===== src/eth_regs_pkg.sv =====
// Transmit register map only; registers are 8 bits wide on a 16-bit Wishbone bus with byte lanes
`default_nettype none

package eth_regs_pkg;

    // ------------------------------
    // Register map
    // ------------------------------
    // Index is {wb_adr_i, wb_sel_i[1]}
    typedef logic [1:0] reg_idx_t;

    localparam reg_idx_t REG_TX_STAT = 2'd0;    // Status, any write clears the sent flag
    localparam reg_idx_t REG_TX_CNTL = 2'd1;    // Send bit plus buffer address MSBs
    localparam reg_idx_t REG_TX_ADDR = 2'd2;    // Buffer address LSBs
    localparam reg_idx_t REG_TX_DATA = 2'd3;    // Buffer data port

    typedef logic [7:0] bus_byte_t;             // One register or buffer byte

    // ------------------------------
    // Status and control layout
    // ------------------------------
    localparam int CNTL_PAD_W = 4;              // Unused control bits 6..3
    localparam int CNTL_MSB_W = 3;              // Buffer address bits 10..8

    // Transmit status, bit 7 down to bit 0
    typedef struct packed {
        logic       sent;                       // FSENT, frame done and engine idle
        logic       transmitting;               // FTTX, frame still on the line
        logic [5:0] zero;                       // Reads zero
    } tx_status_t;

    // Transmit control, bit 7 down to bit 0
    typedef struct packed {
        logic                  send;            // FTSND, clears itself once busy is seen
        logic [CNTL_PAD_W-1:0] pad;             // Reads zero
        logic [CNTL_MSB_W-1:0] addr_msb;        // Upper buffer address
    } tx_control_t;

endpackage

`default_nettype wire


===== src/tenbaset_pkg.sv =====
// Line constants assume a 20 MHz clock, two clocks per Manchester bit and a 2 KB frame buffer
`default_nettype none

package tenbaset_pkg;

    // ------------------------------
    // Frame buffer
    // ------------------------------
    localparam int BUF_ADDR_W = 11;                 // 2048 bytes
    localparam int BUF_DEPTH  = 2 ** BUF_ADDR_W;

    typedef logic [BUF_ADDR_W-1:0] buf_addr_t;      // Buffer byte address

    // ------------------------------
    // Line timing
    // ------------------------------
    typedef logic [3:0] phase_t;                    // Half-bit slot inside a byte, 16 per byte
    typedef logic [2:0] tail_cnt_t;                 // Idle tail counter

    // TP_IDL: line held high this many clocks after the last bit
    localparam int IDLE_TAIL_CYCLES = 6;

    // Transmit engine states
    // Buffer sequencer only walks IDLE and SEND, the line encoder adds the tail
    typedef enum logic [1:0] {
        TX_IDLE,                                    // Link pulses only
        TX_SEND,                                    // Frame bytes going out
        TX_TAIL                                     // Line high after the frame
    } tx_state_e;

endpackage

`default_nettype wire


===== src/tenbaset_txd.sv =====
// Needs a 20 MHz clock for 10 Mb/s; no preamble is added, the frame bytes go out exactly as buffered
`timescale 1ns/100ps
`default_nettype none

module tenbaset_txd #(
    parameter int LINK_PULSE_W = 18     // Link pulse every 2**LINK_PULSE_W clocks
) (
    input  wire                          clk20,
    input  wire                          wb_rst_i,      // Async reset, active high
    input  wire eth_regs_pkg::bus_byte_t tx_byte_i,     // Next frame byte
    input  wire                          tx_sending_i,
    output logic                         next_byte_o,   // Load pulse, every 16 clocks
    output logic                         Ethernet_tx_o
);

    tenbaset_pkg::phase_t    phase_q;       // Half-bit slot, bit index is phase_q[3:1]
    eth_regs_pkg::bus_byte_t shift_q;       // LSB goes out first
    tenbaset_pkg::tx_state_e state_q;       // Line state
    tenbaset_pkg::tail_cnt_t tail_q;
    logic [LINK_PULSE_W-1:0] lp_cnt_q;
    logic                    link_pulse;
    logic                    manchester;
    logic                    line_d;

    // ------------------------------
    // Byte shifter
    // ------------------------------
    assign next_byte_o = tx_sending_i && (phase_q == '1);

    always_ff @(posedge clk20 or posedge wb_rst_i) begin
        if (wb_rst_i) begin
            phase_q <= '1;
        end else begin
            phase_q <= tx_sending_i ? phase_q + 1'b1 : '1;  // Parked at 15 so the first load is at once
        end
    end

    always_ff @(posedge clk20) begin
        if (next_byte_o) begin
            shift_q <= tx_byte_i;
        end else if (tx_sending_i && phase_q[0]) begin
            shift_q <= {1'b0, shift_q[7:1]};                // After the second half-bit
        end
    end

    // First half inverted, second half true
    assign manchester = ~shift_q[0] ^ phase_q[0];

    // ------------------------------
    // Line state and idle tail
    // ------------------------------
    always_ff @(posedge clk20 or posedge wb_rst_i) begin
        if (wb_rst_i) begin
            state_q <= tenbaset_pkg::TX_IDLE;
            tail_q  <= '0;
        end else begin
            case (state_q)
                tenbaset_pkg::TX_IDLE: begin
                    if (tx_sending_i) state_q <= tenbaset_pkg::TX_SEND;
                end
                tenbaset_pkg::TX_SEND: begin
                    if (!tx_sending_i) begin
                        state_q <= tenbaset_pkg::TX_TAIL;
                        tail_q  <= 3'd1;    // First tail clock is the exit edge
                    end
                end
                default: begin
                    tail_q <= tail_q + 1'b1;
                    if (tx_sending_i) begin
                        state_q <= tenbaset_pkg::TX_SEND;
                    end else if (tail_q == tenbaset_pkg::tail_cnt_t'(
                                     tenbaset_pkg::IDLE_TAIL_CYCLES - 1)) begin
                        state_q <= tenbaset_pkg::TX_IDLE;
                    end
                end
            endcase
        end
    end

    // ------------------------------
    // Link pulses, NLP
    // ------------------------------
    always_ff @(posedge clk20 or posedge wb_rst_i) begin
        if (wb_rst_i) begin
            lp_cnt_q <= '0;
        end else begin
            lp_cnt_q <= tx_sending_i ? '0 : lp_cnt_q + 1'b1;
        end
    end

    assign link_pulse = &lp_cnt_q[LINK_PULSE_W-1:1];        // Top two counts, two clocks wide

    always_comb begin
        case (state_q)
            tenbaset_pkg::TX_SEND: line_d = tx_sending_i ? manchester : 1'b1;
            tenbaset_pkg::TX_TAIL: line_d = 1'b1;           // TP_IDL
            default:               line_d = link_pulse;
        endcase
    end

    always_ff @(posedge clk20 or posedge wb_rst_i) begin
        if (wb_rst_i) begin
            Ethernet_tx_o <= 1'b0;
        end else begin
            Ethernet_tx_o <= line_d;
        end
    end

endmodule

`default_nettype wire


===== config.mk =====
export PLATFORM = sky130hd
export DESIGN_NAME = tenbaset_txd
export DESIGN_NICKNAME = d
export VERILOG_FILES = /design/src/eth_regs_pkg.sv /design/src/tenbaset_pkg.sv /design/src/tenbaset_txd.sv
export SDC_FILE = /design/constraint.sdc
export NUM_CORES = 1
export LEC_CHECK = 0
export BUFFER_PORTS_ARGS = -buffer_cell sky130_fd_sc_hd__buf_4
export CAP_MARGIN = 30
export CORE_ASPECT_RATIO = 1.2
export CORE_UTILIZATION = 42
export DETAILED_ROUTE_END_ITERATION = 10
export HOLD_SLACK_MARGIN = 0.03
export SLEW_MARGIN = 40
export SYNTH_ARGS = -nofsm -noshare
export SYNTH_HDL_FRONTEND = slang
export SYNTH_SLANG_ARGS = --single-unit

===== constraint.sdc =====
create_clock -name clk20 -period 1.6 [get_ports clk20]
set_input_delay 0.16 -clock clk20 [delete_from_list [all_inputs] [get_ports clk20]]
set_output_delay 0.16 -clock clk20 [all_outputs]
set_load 0.01 [all_outputs]

Yosys cells after proc, flatten, opt, wreduce, memory -nomap -nowiden
Index checks and enable logic that the tools add are counted.
Widths: inputs -> output; s select.
- bits in registers: 36
- latch bits: 0
- memory bits (writable): 0
- bits in read-only memories: 0
- output and inout bits: 2
- memories: 0
- add/subtract/negate cells: 3
- $mul: 0
- div/mod/pow operators: 0
- magnitude comparators: 0
- equal/unequal tests: 6
- shift operators: 0
- multiplexer cells: 13
- bitwise gates (word level): 3
- reduce and logical (&&, ||, !) cells: 8
- operator list (kind ; count):
    $add 18x1->18 const B ; 1
    $mux 18 ; 1
    $reduce_and 17->1 ; 1
    $mux 8 ; 2
    $mux 2 ; 4
    $pmux 3 s2 ; 1
    $add 4x1->4 const B ; 1
    $eq 4x4->1 const B ; 1
    $mux 4 ; 1
    $ne 2x2->1 const B ; 2
    $pmux 2 s2 ; 1
    $add 3x1->3 const B ; 1
    $eq 3x3->1 const B ; 1
    $mux 3 ; 1
    $reduce_and 3->1 ; 1
    $reduce_bool 3->1 ; 1
    $eq 2x1->1 const B ; 1
    $eq 2x2->1 const B ; 1
    $logic_and 1x1->1 ; 2
    $logic_not 2->1 ; 1
    $not 1->1 ; 2
    $pmux 1 s2 ; 1
    $reduce_and 2->1 ; 1
    $reduce_bool 2->1 ; 1
    2 further kinds ; 2

Logic depth before layout (Yosys ltp)
Gate-level depths: netlist of run 1.
- depth after elaboration: 4
- gate-level depth with buffers: 7

Worst setup path after synthesis of run 1
Ideal clock, no wire load.
- path type: reg2reg
- start point: register lp_cnt_q[3]
- end point: register lp_cnt_q[15]
- data arrival time: 1.613 ns
- data required time: 1.522 ns
- slack: -0.091 ns
- stages on the path, launching flop included: 5
- period minus slack after synthesis: 1.691 ns
- path through: dfrtp_1 -> nand4_4 -> or4_4 -> or3_1 -> a21oi_1
- word-level cells in the longest chain between the ends: 2
- RTL lines (element ; line ; RTL):
    start: declaration ; tenbaset_txd.sv:20 ; logic [LINK_PULSE_W-1:0] lp_cnt_q;
    start signal: assignment ; tenbaset_txd.sv:87 ; lp_cnt_q <= tx_sending_i ? '0 : lp_cnt_q + 1'b1;
    $add 18x1->18 ; tenbaset_txd.sv:87 ;
    $mux 18 ; tenbaset_txd.sv:87 ;
No other way between the ends.
A chain may end at the register's enable or synchronous reset.

Final worst setup path of run 1
- start point: register lp_cnt_q[5]
- end point: register lp_cnt_q[15]
Same word-level chain as after synthesis.

==> results.md, run 1 <==
- Max Root-Sink Buffers: 2
- Async SR Flop Fraction: 0.778
- Origin of the worst min-delay path: tx_sending_i
- Detailed-route wire length: approximately 3500 µm
- Most frequent cells after synthesis: 38 x nand2_1, 24 x dfrtp_1, 13 x o21ai_0, 12 x nor2_1, 9 x a21oi_1
- Max Clock Skew: between 0.005 and 0.006 ns
- Leakage: ~0.98 nW
- Global Route Usage Sum: 0.187
- Critical Path Start Type: register
- Design area: about 0.0022 mm²
- Core area: ~0.004 mm²
- Mean Syn Cell Area: 9.85 µm²
- Initial core utilization: 0.445
- Share of cells above drive strength 1: 0.256
- Slowest stage delay, CP: just over 0.5 ns
- DRC: 0
- WP data required: 1.83 ns
- Worst-path clk slew: around 0.070 ns
- Synth Flop Type: dfrtp_1
- Sw frac: 0.308
- Largest net degree at the start of global routing: 29
- Yosys reg bits: 36
- Final Non-Filler Cells: 269
- Die Y-Extent: about 73 µm
- Worst Path Max Fanout: 4
- Antenna diodes: 0
- Power density over cell area: between 1000 and 1500 mW/mm²
- Final HPWL DP: about 2500 µm
- Final Max Tran Viols: 0
- Remaining Overflow, GRT: 0
- Maximum vdd drop: roughly 1.1 mV
- First-pass GRT wire length: between 6000 and 7000 µm
- Crit path DAT: 1.81 ns
- DR iter-0 viols: 48
- Clock latency at the later pin of the worst-skew pair: just under 0.3 ns
- Critical path class: register to register
- CTS sink count: 36
- P_sw: 0.764 mW
- Vias: 1,376
- Initial antenna violation count: 0
- Worst r2r path cells: 4
- RSZ-0062 raised after global routing: yes
- Post-synth top area cell: dfrtp_1
- Count leader, synth: nand2_1
- CTS buffer count: 5
- Post-route minimum period: 1.58 ns
- Slowest-stage cell, CP: or4_4
- Synth Instances: about 180
- Crit-path leading delay family: simple AND/OR/NAND/NOR gates
- I/O Buffers: 12
- Placed Cells: between 200 and 300
- Vias/cell: approximately 5.1
- Flop pwr share: 0.481
- Warning count from the yosys run: 0
- CTS tree: yes
- WP depth: 4
- IO Count: 13
- Seq/Total Area, Yosys: 0.531
- Area Growth Syn to Fin: 22.7%
- Hold WC Path Type: primary input to register
- Drt wl/cell: 13.1 µm
- Clock group share of total power: 0.270
- Fin crit share: 0.987
- Status: complete, no violations
- Max Cap Viol: 0
- DP Area: 0.00202 mm²
- Syn nets: 199
- Worst r2r src: lp_cnt_q[5]$_DFF_PP0_
- Die area: between 0.004 and 0.005 mm²
- Row cnt: 25
- Die width: 61.5 µm
- # setup viols final: 0
- ANT nets after route: 0
- Unique masters post-synth: 34
- Number of global-route vias before repair: roughly 1,400
- Comb power frac: 0.248
- Total power: ~2.5 mW
- FMAX: approximately 0.63 GHz
- Relative slew slack: 0.768
- Number of synthesized flops with an enable pin: 8
- H-Tree Level Count: 2
- Dominant cells by area after synthesis: dfrtp_1 34%, edfxtp_1 13%, nand2_1 8.0%
- Hold Crit Depth: 2
- Yosys top cell area share: 0.337
- Synthesized area: 0.00178 mm²
- Slew @ Worst Pin: approximately 0.35 ns
- Buffers and inverters on the worst path: 0
- CP Capture Type: register
- Setup TNS: 0 ns
- Crit-path cells: nand4_4 -> or4_4 -> or3_1 -> a21oi_2
- DR pass1 iterations: 4
- Routability cong.: 0.739
- Pint: about 1.7 mW
- CTS root buffer: clkbuf_8
- CP startpoint: lp_cnt_q[5]$_DFF_PP0_
- Final hold vios: 0
- Final nets: roughly 230
-- cells in the final DEF (no fill, tap or decap), types with 2 or more instances in the layout --
| master | Yosys | final |
|---|---|---|
| edfxtp_1 | 8 | 8 |
| and2_1 | 4 | 3 |
| ha_1 | 7 | 5 |
| o31ai_1 | 4 | 4 |
| or3_1 | 4 | 4 |
| o21ai_0 | 13 | 13 |
| a21oi_2 | 0 | 2 |
| nor3_1 | 4 | 4 |
| nand4_1 | 5 | 5 |
| clkbuf_1 | 5 | 2 |
| nor2_1 | 12 | 12 |
| xnor2_1 | 6 | 6 |
| and3_1 | 4 | 4 |
| dfstp_2 | 4 | 4 |
| nand3_1 | 3 | 3 |
| xor2_1 | 5 | 5 |
| inv_1 | 5 | 5 |
| clkbuf_8 | 0 | 6 |
| nand2_1 | 38 | 37 |
| dfrtp_1 | 24 | 23 |
| a21oi_1 | 9 | 7 |
| buf_4 | 0 | 30 |
| or3_2 | 2 | 2 |
| nor2b_1 | 2 | 2 |
-- cells by family after synthesis --
kind of cell | count (synthesis) | synth area share
multiplexers | 1 | 0.00632
AO/OA/AOI/OAI | 30 | 0.0968
buffers and inverters | 11 | 0.0232
flip-flops | 36 | 0.531
AND/OR/NAND/NOR | 85 | 0.240
adder cells (fa/ha/maj) | 7 | 0.0491
XOR/XNOR | 11 | 0.0540
-- area by class of cell --
class | instances | area, µm²
fillers | 385 | 1820
flip-flops and latches | 36 | 947
multi-input cells | 134 | 825
repair buffers | 31 | 235
clock buffers | 8 | 90.1
well taps | 54 | 67.6
inverters | 6 | 23.8
-- through the flow --
step	hold slack (ns)	worst slack (ns)	util
2_1_floorplan	0.222	0.00178	-
3_5_place_dp	0.268	0.00859	0.505
4_1_cts	0.0525	-0.000223	0.536
5_1_grt	0.0697	-0.0443	0.547
6_report	0.0625	0.0214	0.547
3_3_place_gp	0.249	0.0494	0.505
-- routing by layer --
layer  GRT usage  vias to the layer above  routed length (µm)
met5           0                        -                   0
met1       0.217                      657                1470
li1            -                      688                   -
met2       0.319                       25                1870
met4      0.0765                        0                  69
met3      0.0528                        6                 118
-- final timing paths --
| kind | slack, ns | to |
|---|---|---|
| worst max-delay path | 0.02 | lp_cnt_q[15]$_DFF_PP0_ |
| worst min-delay path | 0.06 | phase_q[1]$_DFF_PP1_ |
| worst max register to register | 0.02 | lp_cnt_q[15]$_DFF_PP0_ |
| worst min register to register | 0.49 | lp_cnt_q[0]$_DFF_PP0_ |
| max in group asynchronous | 0.80 | phase_q[3]$_DFF_PP1_ |
| min in group asynchronous | 0.50 | tail_q[0]$_DFFE_PP0P_ |
-- what timing repair did --
action / CTS / global route
buffers inserted: 3 / 2
endpoints found under the setup margin: 2 / 13
resized for setup: 1 / 8
hold endpoints to repair: 24 / 0
hold buffers: 1 / 0
pin swaps: 1 / 2
-- state kept, by name, summed over array words and instances (netlist names) --
| name | cells |
|---|---|
| lp_cnt_q | 18 |
| shift_q | 8 |
| phase_q | 4 |
| tail_q | 3 |
| state_q | 2 |
| Ethernet_tx_o | 1 |
-- power groups by stage --
stage | Sequential (mW) | Combinational, mW | Clock, mW
after floorplan | 1.19 | 0.435 | 0
after global placement | 1.19 | 0.547 | 0
after detailed placement | 1.21 | 0.595 | 0
after CTS | 1.19 | 0.606 | 0.692
after global routing | 1.22 | 0.713 | 0.726
final | 1.19 | 0.616 | 0.670
Power figures use the tool's default switching activity.
==> run 2, diff against run 1 <==
--- a/config.mk
+++ b/config.mk
@@ -5,12 +5,16 @@
 export SDC_FILE = /design/constraint.sdc
 export NUM_CORES = 1
 export LEC_CHECK = 0
+export ABC_AREA = 1
 export BUFFER_PORTS_ARGS = -buffer_cell sky130_fd_sc_hd__buf_4
 export CAP_MARGIN = 30
+export CELL_PAD_IN_SITES_DETAIL_PLACEMENT = 1
+export CELL_PAD_IN_SITES_GLOBAL_PLACEMENT = 1
 export CORE_ASPECT_RATIO = 1.2
-export CORE_UTILIZATION = 42
+export CORE_UTILIZATION = 40
 export DETAILED_ROUTE_END_ITERATION = 10
 export HOLD_SLACK_MARGIN = 0.03
+export PLACE_DENSITY_LB_ADDON = 0.1
 export SLEW_MARGIN = 40
 export SYNTH_ARGS = -nofsm -noshare
 export SYNTH_HDL_FRONTEND = slang
==> run 2 against run 1 <==
- register-to-register slack better by 0.13 ns
- core utilization down 4.8 points
- clock-buffer cell count down 1
- sequential cell count unchanged
- routed wire length up 11%
- synthesized cell count up 20%
- sequential share of layout area up 0.54 points
- final cell count up 12%
- highest routed layer unchanged
- sequential power about the same
==> results.md, run 2 <==
- Initial core utilization: 0.423
- Synthesized area: ~0.0018 mm²
- Worst r2r src: phase_q[1]$_DFF_PP1_
- Die Y-Extent: approximately 76 µm
- Seq/Total Area, Yosys: 0.517
- Setup TNS: 0 ns
- Flop pwr share: 0.485
- DRC: 0
- IO Count: 13
- Final nets: between 200 and 300
- Post-route minimum period: approximately 1.5 ns
- Hold path endpoint: lp_cnt_q[1]$_DFF_PP0_
- Relative slew slack: 0.635
- Warning count from the yosys run: 0
- Hold Crit Depth: 2
- Largest register by flop count: lp_cnt_q
- DR iter-0 viols: 53
- CTS sink count: 36
- Final HPWL DP: between 2000 and 3000 µm
- Syn nets: 236
- Comb power frac: 0.259
- Number of synthesized flops with an enable pin: 8
- Most frequent cells in the layout: 66 x nand2_1, 26 x nor2_1, 24 x dfrtp_1, 24 x inv_1, 20 x buf_4
- Most frequent cells after synthesis: 66 x nand2_1, 26 x nor2_1, 25 x inv_1, 24 x dfrtp_1
- RSZ-0062 raised after global routing: no
- CP Capture Type: primary output
- Die area: around 0.0049 mm²
- Critical Path Start Type: register
- Unique masters post-synth: 26
- Global Route Usage Sum: 0.185
- Async SR Flop Fraction: 0.778
- Worst Path Max Fanout: 3
- Antenna diodes: 0
- Yosys reg bits: 36
- Synth Flop Type: dfrtp_1
- Power density over cell area: 1110 mW/mm²
- Worst r2r dst: shift_q[6]$_DFFE_PP_
- Vias: about 1,500
- Leakage: 1.01 nW
- Slew @ Worst Pin: roughly 0.55 ns
- Final hold vios: 0
- Max Root-Sink Buffers: 2
- Clock group share of total power: 0.256
- Fin crit share: 0.957
- I/O Buffers: 12
- Initial antenna violation count: 0
- P_sw: between 0.7 and 0.8 mW
- Setup slack, reg-to-reg: roughly 0.15 ns
- Largest register FFs: 18
- Yosys top cell area share: 0.328
- CTS buffer count: 5
- Clock latency at the later pin of the worst-skew pair: 0.29 ns
- Crit path DAT: around 1.4 ns
- Origin of the worst min-delay path: tx_sending_i
- Maximum vdd drop: around 0.73 mV
- DR pass1 iterations: 4
- Max Clock Skew: slightly above 0.006 ns
- Area Growth Syn to Fin: 17.9%
- Share of cells above drive strength 1: 0.207
- Worst r2r path cells: 6
- Total power: 2.39 mW
- Row cnt: 26
- FMAX: ~0.65 GHz
- Synth Instances: between 200 and 250
- Hold WC Path Type: primary input to register
- Remaining Overflow, GRT: 0
- Dominant cells by area after synthesis: dfrtp_1 33%, nand2_1 14%, edfxtp_1 13%
- Count leader, synth: nand2_1
- WP data required: between 1 and 1.5 ns
- CTS tree: yes
- Mean Syn Cell Area: between 8 and 9 µm²
- Sw frac: 0.311
- Vias/cell: 4.88
- Largest net degree at the start of global routing: 29
- First-pass GRT wire length: a little under 7000 µm
- # setup viols final: 0
- H-Tree Level Count: 2
- Final Max Tran Viols: 0
- Number of global-route vias before repair: 1,574
- Biggest regs: lp_cnt_q: 18 flops, shift_q: 8 flops, phase_q: 4 flops
- Worst-path clk slew: roughly 0.07 ns
- Most common cell after layout, fill and taps aside: nand2_1
- Core area: 0.00433 mm²
- Die width: about 64 µm
- Critical path class: register to primary output
- Status: complete, no violations
- Max Cap Viol: 0
- Drt wl/cell: 13.0 µm
- Pint: about 1.6 mW
- Routability cong.: roughly 0.8
- Post-synth top area cell: dfrtp_1
- CTS root buffer: clkbuf_8
- Detailed-route wire length: just under 4000 µm
- ANT nets after route: 0
## run 2: cell count changes after synthesis, moves of 5 or more
cell / before / now
nand2_1: 38 / 66
nor2_2: 0 / 5
nor2_1: 12 / 26
inv_1: 5 / 25
clkbuf_1: 5 / 0
xnor2_1: 6 / 0
nand2_2: 0 / 5
nand4_1: 5 / 0
## run 2: power by group through the flow
stage          clock (mW)  sequential (mW)  combinational (mW)
2_1_floorplan           0             1.16               0.402
5_1_grt             0.684             1.18               0.710
3_3_place_gp            0             1.17               0.516
6_report            0.612             1.16               0.620
3_5_place_dp            0             1.18               0.554
4_1_cts             0.645             1.16               0.584
## run 2: final cells by class
class	count	area, µm²
fillers	524	2170
flip-flops and latches	36	946
multi-input cells	153	782
repair buffers	22	171
inverters	27	109
clock buffers	7	76.3
well taps	56	70.1
clock inverters	1	3.75
## run 2: critical path: stages (launching register included)
cell and delay, ns:
dfstp_2 0.56, ha_4 0.16, nand3_4 0.08, buf_6 0.14, inv_8 0.04, buf_4 0.10
## run 2: worst max path at each step
stage,startpoint,to,slack (ns),cells after the start
after detailed placement,phase_q[0]$_DFF_PP1_,shift_q[3]$_DFFE_PP_,0.1,6
after floorplan,phase_q[0]$_DFF_PP1_,shift_q[0]$_DFFE_PP_,0.14,3
after CTS,phase_q[0]$_DFF_PP1_,next_byte_o,0.01,5
after global placement,phase_q[0]$_DFF_PP1_,next_byte_o,0.17,5
after global routing,phase_q[1]$_DFF_PP1_,next_byte_o,0.009,5
final,phase_q[1]$_DFF_PP1_,next_byte_o,0.07,5
## run 2: per-layer routing
| metal | share of wire | vias to the layer above | track usage |
|---|---|---|---|
| met2 | 0.55 | 10 | 0.321 |
| met5 | 0 | - | 0 |
| met4 | 0.017 | 0 | 0.0795 |
| met1 | 0.42 | 722 | 0.213 |
| met3 | 0.019 | 6 | 0.0419 |
| li1 | - | 736 | - |
## run 2: logic make-up (layout without fill, tap and decap cells)
kind of cell | count (synthesis) | in the layout | synth area share
simple gates | 113 | 113 | 0.267
fa+ha+maj | 7 | 7 | 0.0478
flops | 36 | 36 | 0.517
xor+xnor | 2 | 2 | 0.00957
compound gates | 31 | 31 | 0.0916
buf+inv | 29 | 57 | 0.0670
## run 2: through the flow
step / hold slack (ns) / area [µm²] / setup WS [ns] / util / std cells
final: 0.128 / 2160 / 0.0693 / 0.499 / 302
after global routing: 0.128 / 2160 / 0.00916 / 0.499 / 302
after CTS: 0.121 / 2120 / 0.0126 / 0.490 / 298
after detailed placement: 0.264 / 1990 / 0.0989 / 0.460 / 287
after global placement: 0.255 / 1990 / 0.174 / 0.460 / 287
after floorplan: 0.222 / 1830 / 0.136 / - / 218
## run 2: what timing repair did
item	CTS	global route
hold endpoints to repair	24	0
setup buffers	2	4
resized for setup	5	4
hold buffers	1	0
setup endpoints to repair	1	2
pin swaps	0	1
